--- src/include/asic_params.svh ---
`ifndef ASIC_PARAMS_SVH
`define ASIC_PARAMS_SVH

// Horizontal raster, in clocks
`define ASIC_HACTIVE       512
`define ASIC_RBORDER       64
`define ASIC_HFPORCH       16
`define ASIC_HSYNC         64
`define ASIC_HBPORCH       64
`define ASIC_LBORDER       48
`define ASIC_HTOTAL        (`ASIC_RBORDER + `ASIC_HFPORCH + `ASIC_HSYNC + \
                            `ASIC_HBPORCH + `ASIC_LBORDER + `ASIC_HACTIVE)

// Vertical raster, in lines
`define ASIC_VACTIVE       192
`define ASIC_BBORDER       48
`define ASIC_VFPORCH       4
`define ASIC_VSYNC         4
`define ASIC_VBPORCH       16
`define ASIC_TBORDER       48
`define ASIC_VTOTAL        (`ASIC_VACTIVE + `ASIC_BBORDER + `ASIC_VFPORCH + \
                            `ASIC_VSYNC + `ASIC_VBPORCH + `ASIC_TBORDER)

// First clock of the paper fetch in a line
`define ASIC_FETCH_HSTART  256

// CPU I/O ports, low address byte
`define ASIC_PORT_VMPR     8'd252
`define ASIC_PORT_BORDER   8'd254
`define ASIC_PORT_LINEINT  8'd249
`define ASIC_PORT_STATUS   8'd249
`define ASIC_PORT_CLUT     8'd248

// Shift register load slot within a 16-clock group
`define ASIC_SLOT_LOAD     9

`endif

--- src/asic_pkg.sv ---
package asic_pkg;

    // CPU side of the bus as seen by the I/O decoder
    typedef struct packed {
        logic        iorq_n;
        logic        rd_n;
        logic        wr_n;
        logic [15:0] addr;
        logic [7:0]  data;
    } cpu_bus_t;

    // Raster position and the window flags decoded from it
    typedef struct packed {
        logic [9:0] hc;
        logic [8:0] vc;
        logic       fetching;
        logic       blank;
        logic       frame_end;
    } beam_t;

    // Control register fields used by the video path
    typedef struct packed {
        logic [1:0] screen_mode;
        logic [4:0] screen_page;
        logic [3:0] clut_border;
        logic       screen_off;
        logic [7:0] lineint;
    } video_cfg_t;

    // Four bytes captured in one 16-clock group
    typedef struct packed {
        logic [7:0] byte0;
        logic [7:0] byte1;
        logic [7:0] byte2;
        logic [7:0] byte3;
    } fetch_group_t;

    // GRB high bits, bright, GRB low bits
    typedef struct packed {
        logic g_hi;
        logic r_hi;
        logic b_hi;
        logic bright;
        logic g_lo;
        logic r_lo;
        logic b_lo;
    } colour_t;

    typedef struct packed {
        logic       en;
        logic [3:0] idx;
        colour_t    colour;
    } clut_wr_t;

endpackage

--- src/asic_top.sv ---
`timescale 1ns/1ps

module asic_top (
    input  logic               clk,
    input  logic               rst_n,
    input  asic_pkg::cpu_bus_t bus,
    input  logic [7:0]         ram_data,
    output logic [18:0]        vram_addr,
    output logic [7:0]         data_to_cpu,
    output logic               data_enable_n,
    output logic               csync,
    output logic               int_n,
    output asic_pkg::colour_t  pixel
);

    asic_pkg::beam_t        beam;
    asic_pkg::video_cfg_t   cfg;
    asic_pkg::clut_wr_t     clut_wr;
    asic_pkg::fetch_group_t group;
    logic [3:0]             index;
    logic                   vint_n;
    logic                   rint_n;

    video_timing u_timing (
        .clk    (clk),
        .rst_n  (rst_n),
        .cfg    (cfg),
        .beam   (beam),
        .csync  (csync),
        .int_n  (int_n),
        .vint_n (vint_n),
        .rint_n (rint_n)
    );

    io_regs u_io (
        .clk           (clk),
        .rst_n         (rst_n),
        .bus           (bus),
        .vint_n        (vint_n),
        .rint_n        (rint_n),
        .cfg           (cfg),
        .clut_wr       (clut_wr),
        .data_to_cpu   (data_to_cpu),
        .data_enable_n (data_enable_n)
    );

    vram_fetch u_fetch (
        .clk       (clk),
        .rst_n     (rst_n),
        .beam      (beam),
        .cfg       (cfg),
        .ram_data  (ram_data),
        .vram_addr (vram_addr),
        .group     (group)
    );

    pixel_serializer u_serializer (
        .clk   (clk),
        .rst_n (rst_n),
        .beam  (beam),
        .cfg   (cfg),
        .group (group),
        .index (index)
    );

    clut_palette u_palette (
        .clk     (clk),
        .rst_n   (rst_n),
        .clut_wr (clut_wr),
        .index   (index),
        .blank   (beam.blank),
        .pixel   (pixel)
    );

endmodule

--- src/clut_palette.sv ---
`timescale 1ns/1ps

module clut_palette (
    input  logic               clk,
    input  logic               rst_n,
    input  asic_pkg::clut_wr_t clut_wr,
    input  logic [3:0]         index,
    input  logic               blank,
    output asic_pkg::colour_t  pixel
);

    asic_pkg::colour_t clut [16];

    // Same GRB on both bit pairs, bright from the top index bit
    function automatic asic_pkg::colour_t default_colour(input logic [3:0] i);
        logic bright;
        bright = i[3] && (i[2:0] != 3'd0);
        return asic_pkg::colour_t'({i[2:0], bright, i[2:0]});
    endfunction

    always_ff @(posedge clk) begin
        if (!rst_n) begin
            for (int i = 0; i < 16; i++)
                clut[i] <= default_colour(4'(i));
        end else if (clut_wr.en) begin
            clut[clut_wr.idx] <= clut_wr.colour;
        end
    end

    assign pixel = blank ? '0 : clut[index];

endmodule

--- src/io_regs.sv ---
`timescale 1ns/1ps
`include "asic_params.svh"

module io_regs (
    input  logic                 clk,
    input  logic                 rst_n,
    input  asic_pkg::cpu_bus_t   bus,
    input  logic                 vint_n,
    input  logic                 rint_n,
    output asic_pkg::video_cfg_t cfg,
    output asic_pkg::clut_wr_t   clut_wr,
    output logic [7:0]           data_to_cpu,
    output logic                 data_enable_n
);

    logic [7:0] vmpr;
    logic [7:0] border;
    logic [7:0] lineint;
    logic [7:0] port;
    logic       io_wr;
    logic       io_rd;

    assign port  = bus.addr[7:0];
    assign io_wr = !bus.iorq_n && !bus.wr_n;
    assign io_rd = !bus.iorq_n && !bus.rd_n;

    ///////////////////////////////
    // Control register writes
    ///////////////////////////////
    always_ff @(posedge clk) begin
        if (!rst_n) begin
            vmpr    <= 8'h00;
            border  <= 8'h00;
            lineint <= 8'hff;
        end else if (io_wr) begin
            case (port)
                `ASIC_PORT_VMPR:    vmpr    <= bus.data;
                `ASIC_PORT_BORDER:  border  <= bus.data;
                `ASIC_PORT_LINEINT: lineint <= bus.data;
                default: ;
            endcase
        end
    end

    // Palette entry chosen by the high address byte
    assign clut_wr.en     = io_wr && (port == `ASIC_PORT_CLUT);
    assign clut_wr.idx    = bus.addr[11:8];
    assign clut_wr.colour = asic_pkg::colour_t'(bus.data[6:0]);

    assign cfg.screen_mode = vmpr[6:5];
    assign cfg.screen_page = vmpr[4:0];
    assign cfg.clut_border = {border[5], border[2:0]};
    // Screen off only applies in mode 4
    assign cfg.screen_off  = border[7] && (vmpr[6:5] == 2'd3);
    assign cfg.lineint     = lineint;

    ///////////////////////////////
    // CPU reads
    ///////////////////////////////
    always_comb begin
        data_enable_n = 1'b1;
        data_to_cpu   = 8'hff;
        if (io_rd) begin
            if (port == `ASIC_PORT_VMPR) begin
                data_enable_n = 1'b0;
                data_to_cpu   = vmpr;
            end else if (port == `ASIC_PORT_STATUS) begin
                data_enable_n = 1'b0;
                data_to_cpu   = {4'hf, vint_n, 2'b11, rint_n};
            end
        end
    end

endmodule

--- src/pixel_serializer.sv ---
`timescale 1ns/1ps
`include "asic_params.svh"

module pixel_serializer (
    input  logic                   clk,
    input  logic                   rst_n,
    input  asic_pkg::beam_t        beam,
    input  asic_pkg::video_cfg_t   cfg,
    input  asic_pkg::fetch_group_t group,
    output logic [3:0]             index
);

    logic [31:0] sreg4;
    logic [7:0]  sreg1;
    logic [7:0]  attr;
    logic        load;

    assign load = (beam.hc[3:0] == 4'(`ASIC_SLOT_LOAD));

    ///////////////////////////////
    // Shift registers
    ///////////////////////////////
    always_ff @(posedge clk) begin
        if (!rst_n) begin
            sreg4 <= '0;
            sreg1 <= '0;
            attr  <= '0;
        end else if (load) begin
            if (beam.fetching) begin
                sreg4 <= group;
                sreg1 <= group.byte0;
                attr  <= group.byte2;
            end else begin
                // Border, so every pixel lands on the border entry
                sreg4 <= {8{cfg.clut_border}};
                sreg1 <= 8'h00;
                attr  <= {1'b0, cfg.clut_border, 3'b000};
            end
        end else if (beam.hc[0]) begin
            sreg4 <= {sreg4[27:0], 4'h0};
            sreg1 <= {sreg1[6:0], 1'b0};
        end
    end

    ///////////////////////////////
    // Index select
    ///////////////////////////////
    always_comb begin
        if (cfg.screen_mode == 2'd3)
            index = sreg4[31:28];
        else if (sreg1[7])
            index = {attr[6], attr[2:0]};   // ink
        else
            index = {attr[6], attr[5:3]};   // paper
    end

endmodule

--- src/video_timing.sv ---
`timescale 1ns/1ps
`include "asic_params.svh"

module video_timing (
    input  logic                 clk,
    input  logic                 rst_n,
    input  asic_pkg::video_cfg_t cfg,
    output asic_pkg::beam_t      beam,
    output logic                 csync,
    output logic                 int_n,
    output logic                 vint_n,
    output logic                 rint_n
);

    localparam int HSYNC_START  = `ASIC_RBORDER + `ASIC_HFPORCH;
    localparam int HSYNC_END    = HSYNC_START + `ASIC_HSYNC;
    localparam int HBLANK_END   = HSYNC_END + `ASIC_HBPORCH;
    localparam int VBLANK_START = `ASIC_VACTIVE + `ASIC_BBORDER;
    localparam int VSYNC_START  = VBLANK_START + `ASIC_VFPORCH;
    localparam int VSYNC_END    = VSYNC_START + `ASIC_VSYNC;
    localparam int VBLANK_END   = VSYNC_END + `ASIC_VBPORCH;

    logic [9:0] hc;
    logic [8:0] vc;
    logic       line_end;
    logic       last_line;
    logic       in_hsync;
    logic       in_vsync;

    assign line_end  = (hc == 10'(`ASIC_HTOTAL - 1));
    assign last_line = (vc == 9'(`ASIC_VTOTAL - 1));

    ///////////////////////////////
    // Raster counters
    ///////////////////////////////
    always_ff @(posedge clk) begin
        if (!rst_n) begin
            hc <= '0;
            vc <= '0;
        end else if (line_end) begin
            hc <= '0;
            vc <= last_line ? '0 : vc + 9'd1;
        end else begin
            hc <= hc + 10'd1;
        end
    end

    ///////////////////////////////
    // Sync and interrupts
    ///////////////////////////////
    assign in_hsync = (hc >= HSYNC_START) && (hc < HSYNC_END);
    assign in_vsync = (vc >= VSYNC_START) && (vc < VSYNC_END);

    // Equalising by inverting the line sync during vsync lines
    assign csync = ~in_hsync ^ in_vsync;

    assign vint_n = ~((vc == VSYNC_START) && (hc < `ASIC_FETCH_HSTART));
    // Line interrupt only fires for lines inside the paper area
    assign rint_n = ~((cfg.lineint <= 8'(`ASIC_VACTIVE - 1)) &&
                      (vc == {1'b0, cfg.lineint}) &&
                      (hc < `ASIC_FETCH_HSTART));
    assign int_n  = vint_n & rint_n;

    assign beam.hc        = hc;
    assign beam.vc        = vc;
    assign beam.fetching  = (vc < `ASIC_VACTIVE) && (hc >= `ASIC_FETCH_HSTART) &&
                            !cfg.screen_off;
    assign beam.blank     = ((hc >= `ASIC_RBORDER) && (hc < HBLANK_END)) ||
                            ((vc >= VBLANK_START) && (vc < VBLANK_END)) ||
                            cfg.screen_off;
    assign beam.frame_end = line_end && last_line;

endmodule

--- src/vram_fetch.sv ---
`timescale 1ns/1ps

module vram_fetch (
    input  logic                   clk,
    input  logic                   rst_n,
    input  asic_pkg::beam_t        beam,
    input  asic_pkg::video_cfg_t   cfg,
    input  logic [7:0]             ram_data,
    output logic [18:0]            vram_addr,
    output asic_pkg::fetch_group_t group
);

    logic [14:0] offs;
    logic [4:0]  column;
    logic        mode4;
    logic        fetch_slot;

    assign mode4 = (cfg.screen_mode == 2'd3);
    // Odd clocks 1 to 7 of each group while the paper is fetched
    assign fetch_slot = beam.fetching && !beam.hc[3] && beam.hc[0];

    ///////////////////////////////
    // Address generation
    ///////////////////////////////
    always_comb begin
        if (mode4) begin
            vram_addr = {cfg.screen_page[4:1], offs};
        end else if (!beam.hc[2]) begin
            // Bitmap byte, interleaved line order
            vram_addr = {cfg.screen_page, 1'b0, beam.vc[7:6], beam.vc[2:0],
                         beam.vc[5:3], column};
        end else begin
            // Attribute byte for the 8-line cell row
            vram_addr = {cfg.screen_page, 4'b0110, beam.vc[7:3], column};
        end
    end

    ///////////////////////////////
    // Offset and column counters
    ///////////////////////////////
    always_ff @(posedge clk) begin
        if (!rst_n || beam.frame_end) begin
            offs   <= '0;
            column <= '0;
        end else if (fetch_slot) begin
            if (mode4)
                offs <= offs + 15'd1;
            if (beam.hc[2:1] == 2'd3)
                column <= column + 5'd1;
        end
    end

    // Capture one byte per fetch slot
    always_ff @(posedge clk) begin
        if (fetch_slot) begin
            case (beam.hc[2:1])
                2'd0: group.byte0 <= ram_data;
                2'd1: group.byte1 <= ram_data;
                2'd2: group.byte2 <= ram_data;
                default: group.byte3 <= ram_data;
            endcase
        end
    end

endmodule

--- config.mk ---
export PLATFORM = sky130hd
export DESIGN_NAME = asic_top
export DESIGN_NICKNAME = d
export VERILOG_FILES = /design/src/asic_pkg.sv /design/src/asic_top.sv /design/src/clut_palette.sv /design/src/io_regs.sv /design/src/pixel_serializer.sv /design/src/video_timing.sv /design/src/vram_fetch.sv
export VERILOG_INCLUDE_DIRS = /design/src /design/src/include
export SDC_FILE = /design/constraint.sdc
export NUM_CORES = 1
export LEC_CHECK = 0
export ABC_AREA = 0
export BUFFER_PORTS_ARGS = -buffer_cell sky130_fd_sc_hd__buf_2
export CELL_PAD_IN_SITES_DETAIL_PLACEMENT = 1
export CELL_PAD_IN_SITES_GLOBAL_PLACEMENT = 1
export CORE_MARGIN = 2
export CORE_UTILIZATION = 40
export CTS_BUF_LIST = sky130_fd_sc_hd__clkbuf_2 sky130_fd_sc_hd__clkbuf_4 sky130_fd_sc_hd__clkbuf_8
export DETAILED_ROUTE_END_ITERATION = 8
export PLACE_DENSITY = 0.78
export RECOVER_POWER = 25
export SLEW_MARGIN = 30
export SYNTH_ARGS = -nofsm -noshare
export SYNTH_HDL_FRONTEND = slang
export SYNTH_SLANG_ARGS = --single-unit
--- constraint.sdc ---
create_clock -name clk -period 3.5 [get_ports clk]
set_input_delay 0.175 -clock clk [delete_from_list [all_inputs] [get_ports clk]]
set_output_delay 0.175 -clock clk [all_outputs]
set_load 0.02 [all_outputs]
# Word-level counts from Yosys, hierarchy flattened
# Memories as Yosys holds them, arrays and structs flattened.
# Index checks and enable logic that the tools add are counted.
# word_totals
output_inout_bits	37
memories	1
elab_cells	116
ff_bits	142
ram_bits	112
in_bits	37
# mem_list
memory	depth	width	read_ports	rd_ports_with_merged_regs	wr	line	text
u_palette.clut	16	7	1	0	16	clut_palette.sv:12	asic_pkg::colour_t clut [16];
# op_classes
add_sub_neg	4
n_lt_le_gt_ge	12
mux	26
bitwise_logic	7
reduce_logical	39
n_eq_ne	13
# ops
op	n
32-bit two-way mux	3
8-bit two-way mux	5
8-bit == test, second input constant	4
7-bit two-way mux	3
10-bit by 7-bit greater-or-equal comparator with 1-bit output, second input constant	2
10-bit by 8-bit < comparator with 1-bit output, second input constant	2
9-bit by 8-bit greater-or-equal comparator with 1-bit output, second input constant	2
9-bit by 8-bit < comparator with 1-bit output, second input constant	2
2-bit AND reduction	9
1-bit logical AND	16
15-bit by 1-bit adder with 15-bit output, second input constant	1
15-bit two-way mux	1
13-bit two-way mux	1
4-bit two-way mux	3
10-bit by 1-bit adder with 10-bit output, second input constant	1
10-bit == test, second input constant	1
10-bit by 9-bit greater-or-equal comparator with 1-bit output, second input constant	1
10-bit by 9-bit < comparator with 1-bit output, second input constant	1
9-bit by 1-bit adder with 9-bit output, second input constant	1
9-bit by 8-bit == test with 1-bit output	1
9-bit by 8-bit == test with 1-bit output, second input constant	1
9-bit == test, second input constant	1
9-bit < comparator, second input constant	1
9-bit two-way mux	1
17 further kinds	37

# Longest topological paths before layout
# Gate-level depths: netlist (run 1).
# depth
word_depth	8
ltp_mapped	8
ltp_nobuf	7

# Hierarchy
# A second synthesis (run 1) with hierarchy kept.
# unflattened
hier_cells	1146
hier_area_um2	12361.9
# by_module_without_submodules
module	cells_per_inst	area_each_um2	seq_area_each_um2	instances
clut_palette	390	5352.6	3363.2	1
pixel_serializer	304	2468.6	940.9	1
vram_fetch	183	2208.4	1361.3	1
io_regs	126	1177.4	420.4	1
video_timing	143	1154.9	380.4	1

# Worst setup path after synthesis (run 1)
# No wires, ideal clock.
# synth_timing
path_kind	register to register
from	register u_timing.vc[6]
to	register u_fetch.group[10] (netlist name)
t_required_ns	3.115
path_buffers	3
synth_period_minus_slack_ns	2.519
t_arrival_ns	2.133
path_stages_with_launch	8
path_slack_ns	0.981
path_cell_list	dfxtp_1 > clkbuf_1 > a21oi_1 > and3_1 > clkbuf_1 > buf_2 > nand3b_1 > nor3b_1
# synth_via
elab_chain_len	6
# synth_lines
element	line	text
start: declaration	video_timing.sv:24	logic [8:0] vc;
start signal: assignment	video_timing.sv:42	vc <= last_line ? '0 : vc + 9'd1;
9-bit by 8-bit < comparator with 1-bit output (no source line)	-	
1-bit logical AND (2 in series)	video_timing.sv:66	assign beam.fetching = (vc < `ASIC_VACTIVE) && (hc >= `ASIC_FETCH_HSTART) &&
1-bit logical AND (2 in series)	vram_fetch.sv:20	assign fetch_slot = beam.fetching && !beam.hc[3] && beam.hc[0];
2-bit AND reduction (no source line)	-	
# Every way passes these cells.
# A chain may end at the register's enable or synchronous reset.

==> metrics.csv, run 1 <==
stage;metric;value;unit
timing;slew margin rel.;0.410;
power_and_ir_drop;Clk pwr share;0.451;
clocking;Inserted Clock Buffers;44;
worst_setup_path;CP bufs+invs;2;
floorplan;die height;175;um
power_and_ir_drop;PD cells;467;mW/mm^2
floorplan;Die Wd;175;um
layout;fin cells;1651;
worst_setup_path;delay-heaviest family, CP;buffers and inverters;
floorplan;die footprint;0.0308;sq mm
worst_setup_path;type of origin of the critical path;register;
power_and_ir_drop;NetSw;1.42;mW
power_and_ir_drop;Sw Ratio;0.224;
timing;Final Hold Vio Count;0;
placed_design;dpl hpwl;21000;um
placed_design;Placed Cells;1563;
layout;layout filler cell count;3280;
synthesis;count of state elements after synthesis;251;
placed_design;gp weighted congestion;0.802;
global_route;grt met3 use;0.0327;
synthesis;ys flop type;edfxtp_1;
worst_setup_path;worst path cell trace;nand2_1 -> mux2_2 -> buf_4 -> a21oi_1 -> a32o_1 -> o211ai_1 -> buf_2;
layout;# diodes;0;
clocking;latest clock arrival within the worst-skew pair;0.57;ns
synthesis;library cells used by synthesis;56;
layout;Synth-to-Final Area Change;15.0;%
synthesis;synthesized cell area;0.0118;sq mm
floorplan;Starting Density;0.407;
power_and_ir_drop;Reg power frac;0.508;
synthesis;YS warnings;0;
timing;highest clock rate;0.304;GHz
synthesis;top-area cell type share of the netlist area;0.368;
timing;Final Cycle Share;0.940;
layout;final core occ;0.469;
synthesis;Seq/Total Area, Yosys;0.550;
clocking;Clock Tree Root;clkbuf_8;
routing;vias;9035;
synthesis;Post-synth EDFFs;144;
clocking;Reg clk slew, reported paths;0.06;ns
routing;final WL;31800;um
floorplan;row count;62;
synthesis;Synth area leader;edfxtp_1;
job;# Max-Cap Violations;0;
timing;Tmin final;3.29;ns
clocking;H-tree Lvls;2;
global_route;layer with the highest usage;met2;
timing;Clock Skews;0.0147;ns
power_and_ir_drop;Comb pwr share;0.041;
worst_setup_path;Slowest-stage cell, CP;mux2_2;
timing;Setup TNS;0;ns
clocking;clock sink count;251;
routing;drt drc;0;
power_and_ir_drop;Pleak;4.88;nW
power_and_ir_drop;Cell Int Power;4.90;mW
global_route;GRT Total Usage;0.206;
clocking;Max clock buf depth;3;
synthesis;Synth Area per Inst;10.1;sq um
power_and_ir_drop;worst vdd ir;0.279;mV
routing;DRT Pass-1 Iters;5;
global_route;largest net degree at the start of global routing;86;
global_route;first-pass GRT wire length;50300;um
placed_design;post-place instance area;0.0125;sq mm
clocking;CTS tree;yes;
global_route;global route overflow;0;
floorplan;number of I/O pins;74;
power_and_ir_drop;total power;6.32;mW
worst_setup_path;CP Class;reg2out;
routing;DR vias/cell;5.47;
hold_path;Hold Path Class;in2reg;
global_route;antenna violations before repair;0;
synthesis;top cells by area, synth;edfxtp_1 (37%), dfxtp_1 (18%), nand2_1 (6.5%), or3_1 (2.9%), and2_1 (2.9%);
global_route;met2 usage;0.345;
timing;Slew Viols, Final;0;
global_route;GRT met1 Usage;0.275;
layout;nets;1279;
timing;RSZ-0062 raised after global routing;no;
synthesis;Post-Syn Nets;1205;
global_route;vias in the first global route;9268;
worst_setup_path;CP max FO;36;
routing;ANT nets after route;0;
routing;post-DR wirelength/cell;19.2;um
worst_setup_path;Worst setup EP type;output port;
synthesis;fraction of registers with async set or reset after synthesis;0;
timing;Least-Margin Pin Slew;0.884;ns
clocking;setup bufs post-CTS;0;
run_status;status;finished clean;
routing;initial DRC count;676;
layout;layout cells sized above 1;0.171;
worst_setup_path;Worst Path Arrival;3.11;ns
worst_setup_path;biggest cell delay along the critical path;0.59;ns
worst_setup_path;Data required, critical path;3.32;ns
layout;design area;0.0135;sq mm
timing;# setup viols final;0;
placed_design;I/O Buffers;69;
synthesis;Gate Count Post-Synth;1161;
floorplan;core area;0.0289;sq mm
[path summary, 6_finish.rpt]
kind / startpoint / end / slack [ns] / depth (start not counted)
worst min-delay path: bus[1] / u_io.vmpr[1]$_SDFFE_PN0P_ / 0.08 / 3
worst max-delay path: u_io.vmpr[6]$_SDFFE_PN0P_ / pixel[3] / 0.21 / 7
worst max register to register: u_timing.hc[1]$_SDFF_PP0_ / u_fetch.offs[12]$_SDFFE_PP0P_ / 0.92 / 7
worst min register to register: u_serializer.attr[0]$_SDFFE_PN0P_ / u_serializer.attr[0]$_SDFFE_PN0P_ / 0.46 / 2
[logic make-up (layout without fill, tap and decap cells)]
kind of cell / Yosys count / after routing / share of synthesized area
adder cells (fa/ha/maj): 7 / 7 / 0.00745
flip-flops: 251 / 251 / 0.550
AND/OR/NAND/NOR: 506 / 506 / 0.215
XOR/XNOR: 40 / 40 / 0.0298
multiplexers: 59 / 59 / 0.0540
buffers and inverters: 105 / 211 / 0.0396
AO/OA/AOI/OAI: 193 / 193 / 0.104
[area by class of cell]
class / count / area, sq um / share of cell area
sequential: 251 / 6470 / 0.478
multi-input combinational: 805 / 4840 / 0.358
clock buffer: 63 / 767 / 0.0567
timing repair buffer: 121 / 763 / 0.0564
tap: 384 / 480 / 0.0355
clock inverter: 15 / 155 / 0.0115
inverter: 12 / 45.0 / 0.00333
[layer usage]
| layer | part of all wire | routed length [um] |
|---|---|---|
| met4 | 0.022 | 712 |
| met1 | 0.45 | 14300 |
| met2 | 0.49 | 15400 |
| met5 | 0 | 0 |
| met3 | 0.043 | 1370 |
[through the flow]
stage	setup slack, ns	hold WS, ns
after detailed placement	0.613	0.393
after global routing	0.00492	0.0985
after CTS	0.177	0.0437
final	0.211	0.0780
after global placement	0.699	0.387
after floorplan	0.981	0.274
[layout by cell type (no fill, tap or decap), types with 22 or more instances in the layout]
cell,count
or3_1,56
buf_2,56
mux2i_1,28
mux2_2,29
o21ai_0,58
buf_4,34
edfxtp_1,144
clkbuf_8,47
nor2_1,61
and2_1,41
nand2_1,203
a21oi_1,39
dfxtp_1,106
xnor2_1,22
a31oi_1,29
nand3_1,22
[power groups by stage]
stage / logic [mW] / clock network, mW / registers, mW
finish: 0.260 / 2.85 / 3.21
global route: 0.284 / 3.03 / 3.21
CTS: 0.263 / 2.89 / 3.21
detailed placement: 0.253 / 0 / 3.27
global placement: 0.245 / 0 / 3.26
floorplan: 0.142 / 0 / 3.26
[worst min-delay path, delay by kind of cell]
kind | cells | cell delay (ns)
buffers and inverters | 1 | 0.22
AND/OR/NAND/NOR | 1 | 0.11
AO/OA/AOI/OAI | 1 | 0.07
[sequential cells by signal (all words and copies together), names as in the netlist]
name / cells
u_io.border: 5
u_fetch.offs: 15
u_serializer.sreg1: 8
u_timing.hc: 10
u_timing.vc: 9
u_serializer.attr: 7
u_io.vmpr: 8
u_fetch.column: 5
u_fetch.group: 32
u_serializer.sreg4: 32
u_palette.clut: 112
u_io.lineint: 8
[timing repair]
item,CTS,global route
resized for setup,0,0
endpoints found under the hold margin,36,0
setup endpoints to repair,0,0
hold buffers,10,0
[cells in the mapped netlist, drive strengths merged (9+ instances only)]
| cell | instances |
|---|---|
| nor2 | 65 |
| nand2b | 17 |
| dfxtp | 107 |
| buf | 31 |
| nand3 | 22 |
| a32oi | 21 |
| nand2 | 206 |
| inv | 11 |
| clkbuf | 62 |
| a21oi | 39 |
| mux2i | 30 |
| xor2 | 18 |
| nor3 | 22 |
| o211ai | 9 |
| edfxtp | 144 |
| nand4 | 11 |
| or3 | 56 |
| and2 | 54 |
| o21ai | 58 |
| and3 | 12 |
| xnor2 | 22 |
| a31oi | 29 |
| mux2 | 29 |
| a21boi | 12 |
Note: power is estimated with default switching activity, not from simulation.
==> run 2: changes to the inputs <==
==> constraint.sdc (replaced) <==
create_clock -name clk -period 3.5 [get_ports clk]
set_input_delay 0.7 -clock clk [delete_from_list [all_inputs] [get_ports clk]]
set_output_delay 0.7 -clock clk [all_outputs]
set_load 0.02 [all_outputs]
==> run 2 against run 1 <==
Setup slack got worse by 0.12 ns. Sequential share of layout area fell by 0.074 points. Hold slack improved by 0.33 ns. Sequential power barely moved. Cell area rose by 0.21%. Total power fell by 3.4%. Global-route usage rose by 0.33 points. Wire length rose by 1.7%. Combinational power barely moved. Register-to-register slack got worse by 0.20 ns. Largest cell class unchanged. Largest power group unchanged. Highest routed layer unchanged.
==> metrics.csv, run 2 (same netlist as run 1, synthesis figures left out) <==
stage;metric;value;unit
run_status;status;finished clean;
floorplan;Die Wd;175;um
timing;Least-Margin Pin Slew;1.06;ns
worst_setup_path;delay-heaviest family, CP;multiplexers;
timing;Tmin final;3.41;ns
timing;highest clock rate;0.293;GHz
routing;final WL;32300;um
worst_setup_path;CP Depth;8;
clocking;latest clock arrival within the worst-skew pair;0.56;ns
layout;Reg with most FFs;u_palette.clut;
global_route;antenna violations before repair;0;
job;# Max-Cap Violations;0;
worst_setup_path;CP max FO;27;
floorplan;core area;0.0289;sq mm
global_route;largest net degree at the start of global routing;79;
worst_setup_path;Worst setup EP type;output port;
placed_design;Placed Cells;1569;
routing;post-DR wirelength/cell;19.6;um
power_and_ir_drop;PD cells;450;mW/mm^2
worst_setup_path;worst path cell trace;mux2_2 -> mux2_4 -> buf_12 -> a21oi_1 -> a32oi_2 -> a22oi_1 -> o211ai_1 -> buf_2;
timing;slew margin rel.;0.289;
timing;RSZ-0062 raised after global routing;no;
hold_path;hold path depth;1;
floorplan;row count;62;
routing;initial DRC count;729;
layout;# diodes;0;
clocking;Reg clk slew, reported paths;0.06;ns
timing;Final Hold Vio Count;0;
clocking;Hold Buf Count CTS;0;
worst_setup_path;CP Class;reg2out;
worst_setup_path;type of origin of the critical path;register;
routing;DR vias/cell;5.46;
timing;Final Cycle Share;0.974;
global_route;GRT Total Usage;0.210;
worst_setup_path;Data required, critical path;2.80;ns
floorplan;Starting Density;0.407;
layout;commonest cells after routing, fill and taps aside;nand2_1 (203), edfxtp_1 (144), dfxtp_1 (103), nor2_1 (61), o21ai_0 (57);
clocking;H-tree Lvls;2;
power_and_ir_drop;total power;6.10;mW
timing;Setup TNS;0;ns
layout;fin cells;1650;
clocking;clock sink count;251;
clocking;Max clock buf depth;3;
worst_setup_path;biggest cell delay along the critical path;0.37;ns
layout;nets;1278;
worst_setup_path;Worst Path Arrival;2.71;ns
layout;largest registers;u_palette.clut: 112 flops, u_fetch.group: 32 flops, u_serializer.sreg4: 32 flops;
floorplan;die height;175;um
routing;ANT nets after route;0;
timing;Slew Viols, Final;0;
worst_setup_path;minimum setup slack among reg-to-reg paths;0.72;ns
timing;Clock Skews;0.0182;ns
routing;drt drc;0;
layout;layout filler cell count;3267;
layout;max reg flops;112;
global_route;first-pass GRT wire length;51100;um
floorplan;die footprint;0.0308;sq mm
timing;# setup viols final;0;
routing;vias;9011;
power_and_ir_drop;worst vdd ir;0.308;mV
placed_design;gp weighted congestion;0.810;
power_and_ir_drop;Pleak;4.86;nW
worst_setup_path;cells on worst reg2reg path;7;
clocking;CTS tree;yes;
layout;Synth-to-Final Area Change;15.3;%
global_route;global route overflow;0;
placed_design;dpl hpwl;21300;um
placed_design;I/O Buffers;69;
clocking;Clock Tree Root;clkbuf_8;
layout;layout cells sized above 1;0.186;
hold_path;Hold Path Class;in2reg;
global_route;vias in the first global route;9335;
clocking;Inserted Clock Buffers;42;
layout;most common cell after layout, fill and taps aside;nand2_1;
worst_setup_path;CP bufs+invs;2;
worst_setup_path;Slowest-stage cell, CP;mux2_2;
floorplan;number of I/O pins;74;
routing;DRT Pass-1 Iters;5;
[run 2: cell types whose count changed in the layout (fill, tap and decap cells not counted), sizes merged]
cell / before / now
buf: 93 / 101
bufinv: 3 / 0
clkinv: 10 / 14
clkinvlp: 1 / 2
dlygate4sd3: 10 / 0
inv: 13 / 12
[run 2: stage by stage]
step                      worst slack [ns]  area (sq um)  utilization  hold WS, ns
after floorplan                      0.542         11800            -        0.436
after global placement               0.429         12600        0.436        0.458
after detailed placement             0.296         12600        0.437        0.478
after CTS                          0.00750         13500        0.469        0.333
after global routing               0.00158         13600        0.470        0.398
final                               0.0905         13600        0.470        0.409
[run 2: per-layer routing]
| layer | up-vias | routed length [um] | global-route usage |
|---|---|---|---|
| li1 | 4274 | - | - |
| met1 | 4486 | 14400 | 0.273 |
| met2 | 205 | 15700 | 0.357 |
| met3 | 46 | 1500 | 0.0329 |
| met4 | 0 | 771 | 0.0696 |
| met5 | - | 0 | 0 |
[run 2: area by class of cell]
type / count / area, sq um / share of cell area
tap: 384 / 480 / 0.0355
clock buffer: 60 / 763 / 0.0563
timing repair buffer: 122 / 795 / 0.0586
sequential: 251 / 6470 / 0.478
multi-input combinational: 805 / 4920 / 0.363
clock inverter: 16 / 81.3 / 0.00600
inverter: 12 / 45.0 / 0.00332
[run 2: final timing paths]
check / start / endpoint
setup / recovery: u_serializer.sreg1[7]$_SDFFE_PN0P_ / pixel[4]
hold / removal: ram_data[6] / u_fetch.group[14]$_DFFE_PP_
setup reg to reg: u_timing.hc[1]$_SDFF_PP0_ / u_timing.vc[7]$_SDFFE_PN0P_
hold reg to reg: u_io.vmpr[0]$_SDFFE_PN0P_ / u_io.vmpr[0]$_SDFFE_PN0P_
[run 2: report_power, final]
part	switching (mW)	leakage, nW	internal, mW
Clock	1.23	0.444	1.41
Combinational	0.184	2.17	0.0790
Sequential	0.0243	2.25	3.18
[run 2: timing repair]
action	4_1_cts	5_1_grt
setup buffers	0	3
setup endpoints to repair	7	7
hold endpoints to repair	0	0
resized for setup	9	14
cloned	1	1
pin swaps	0	5
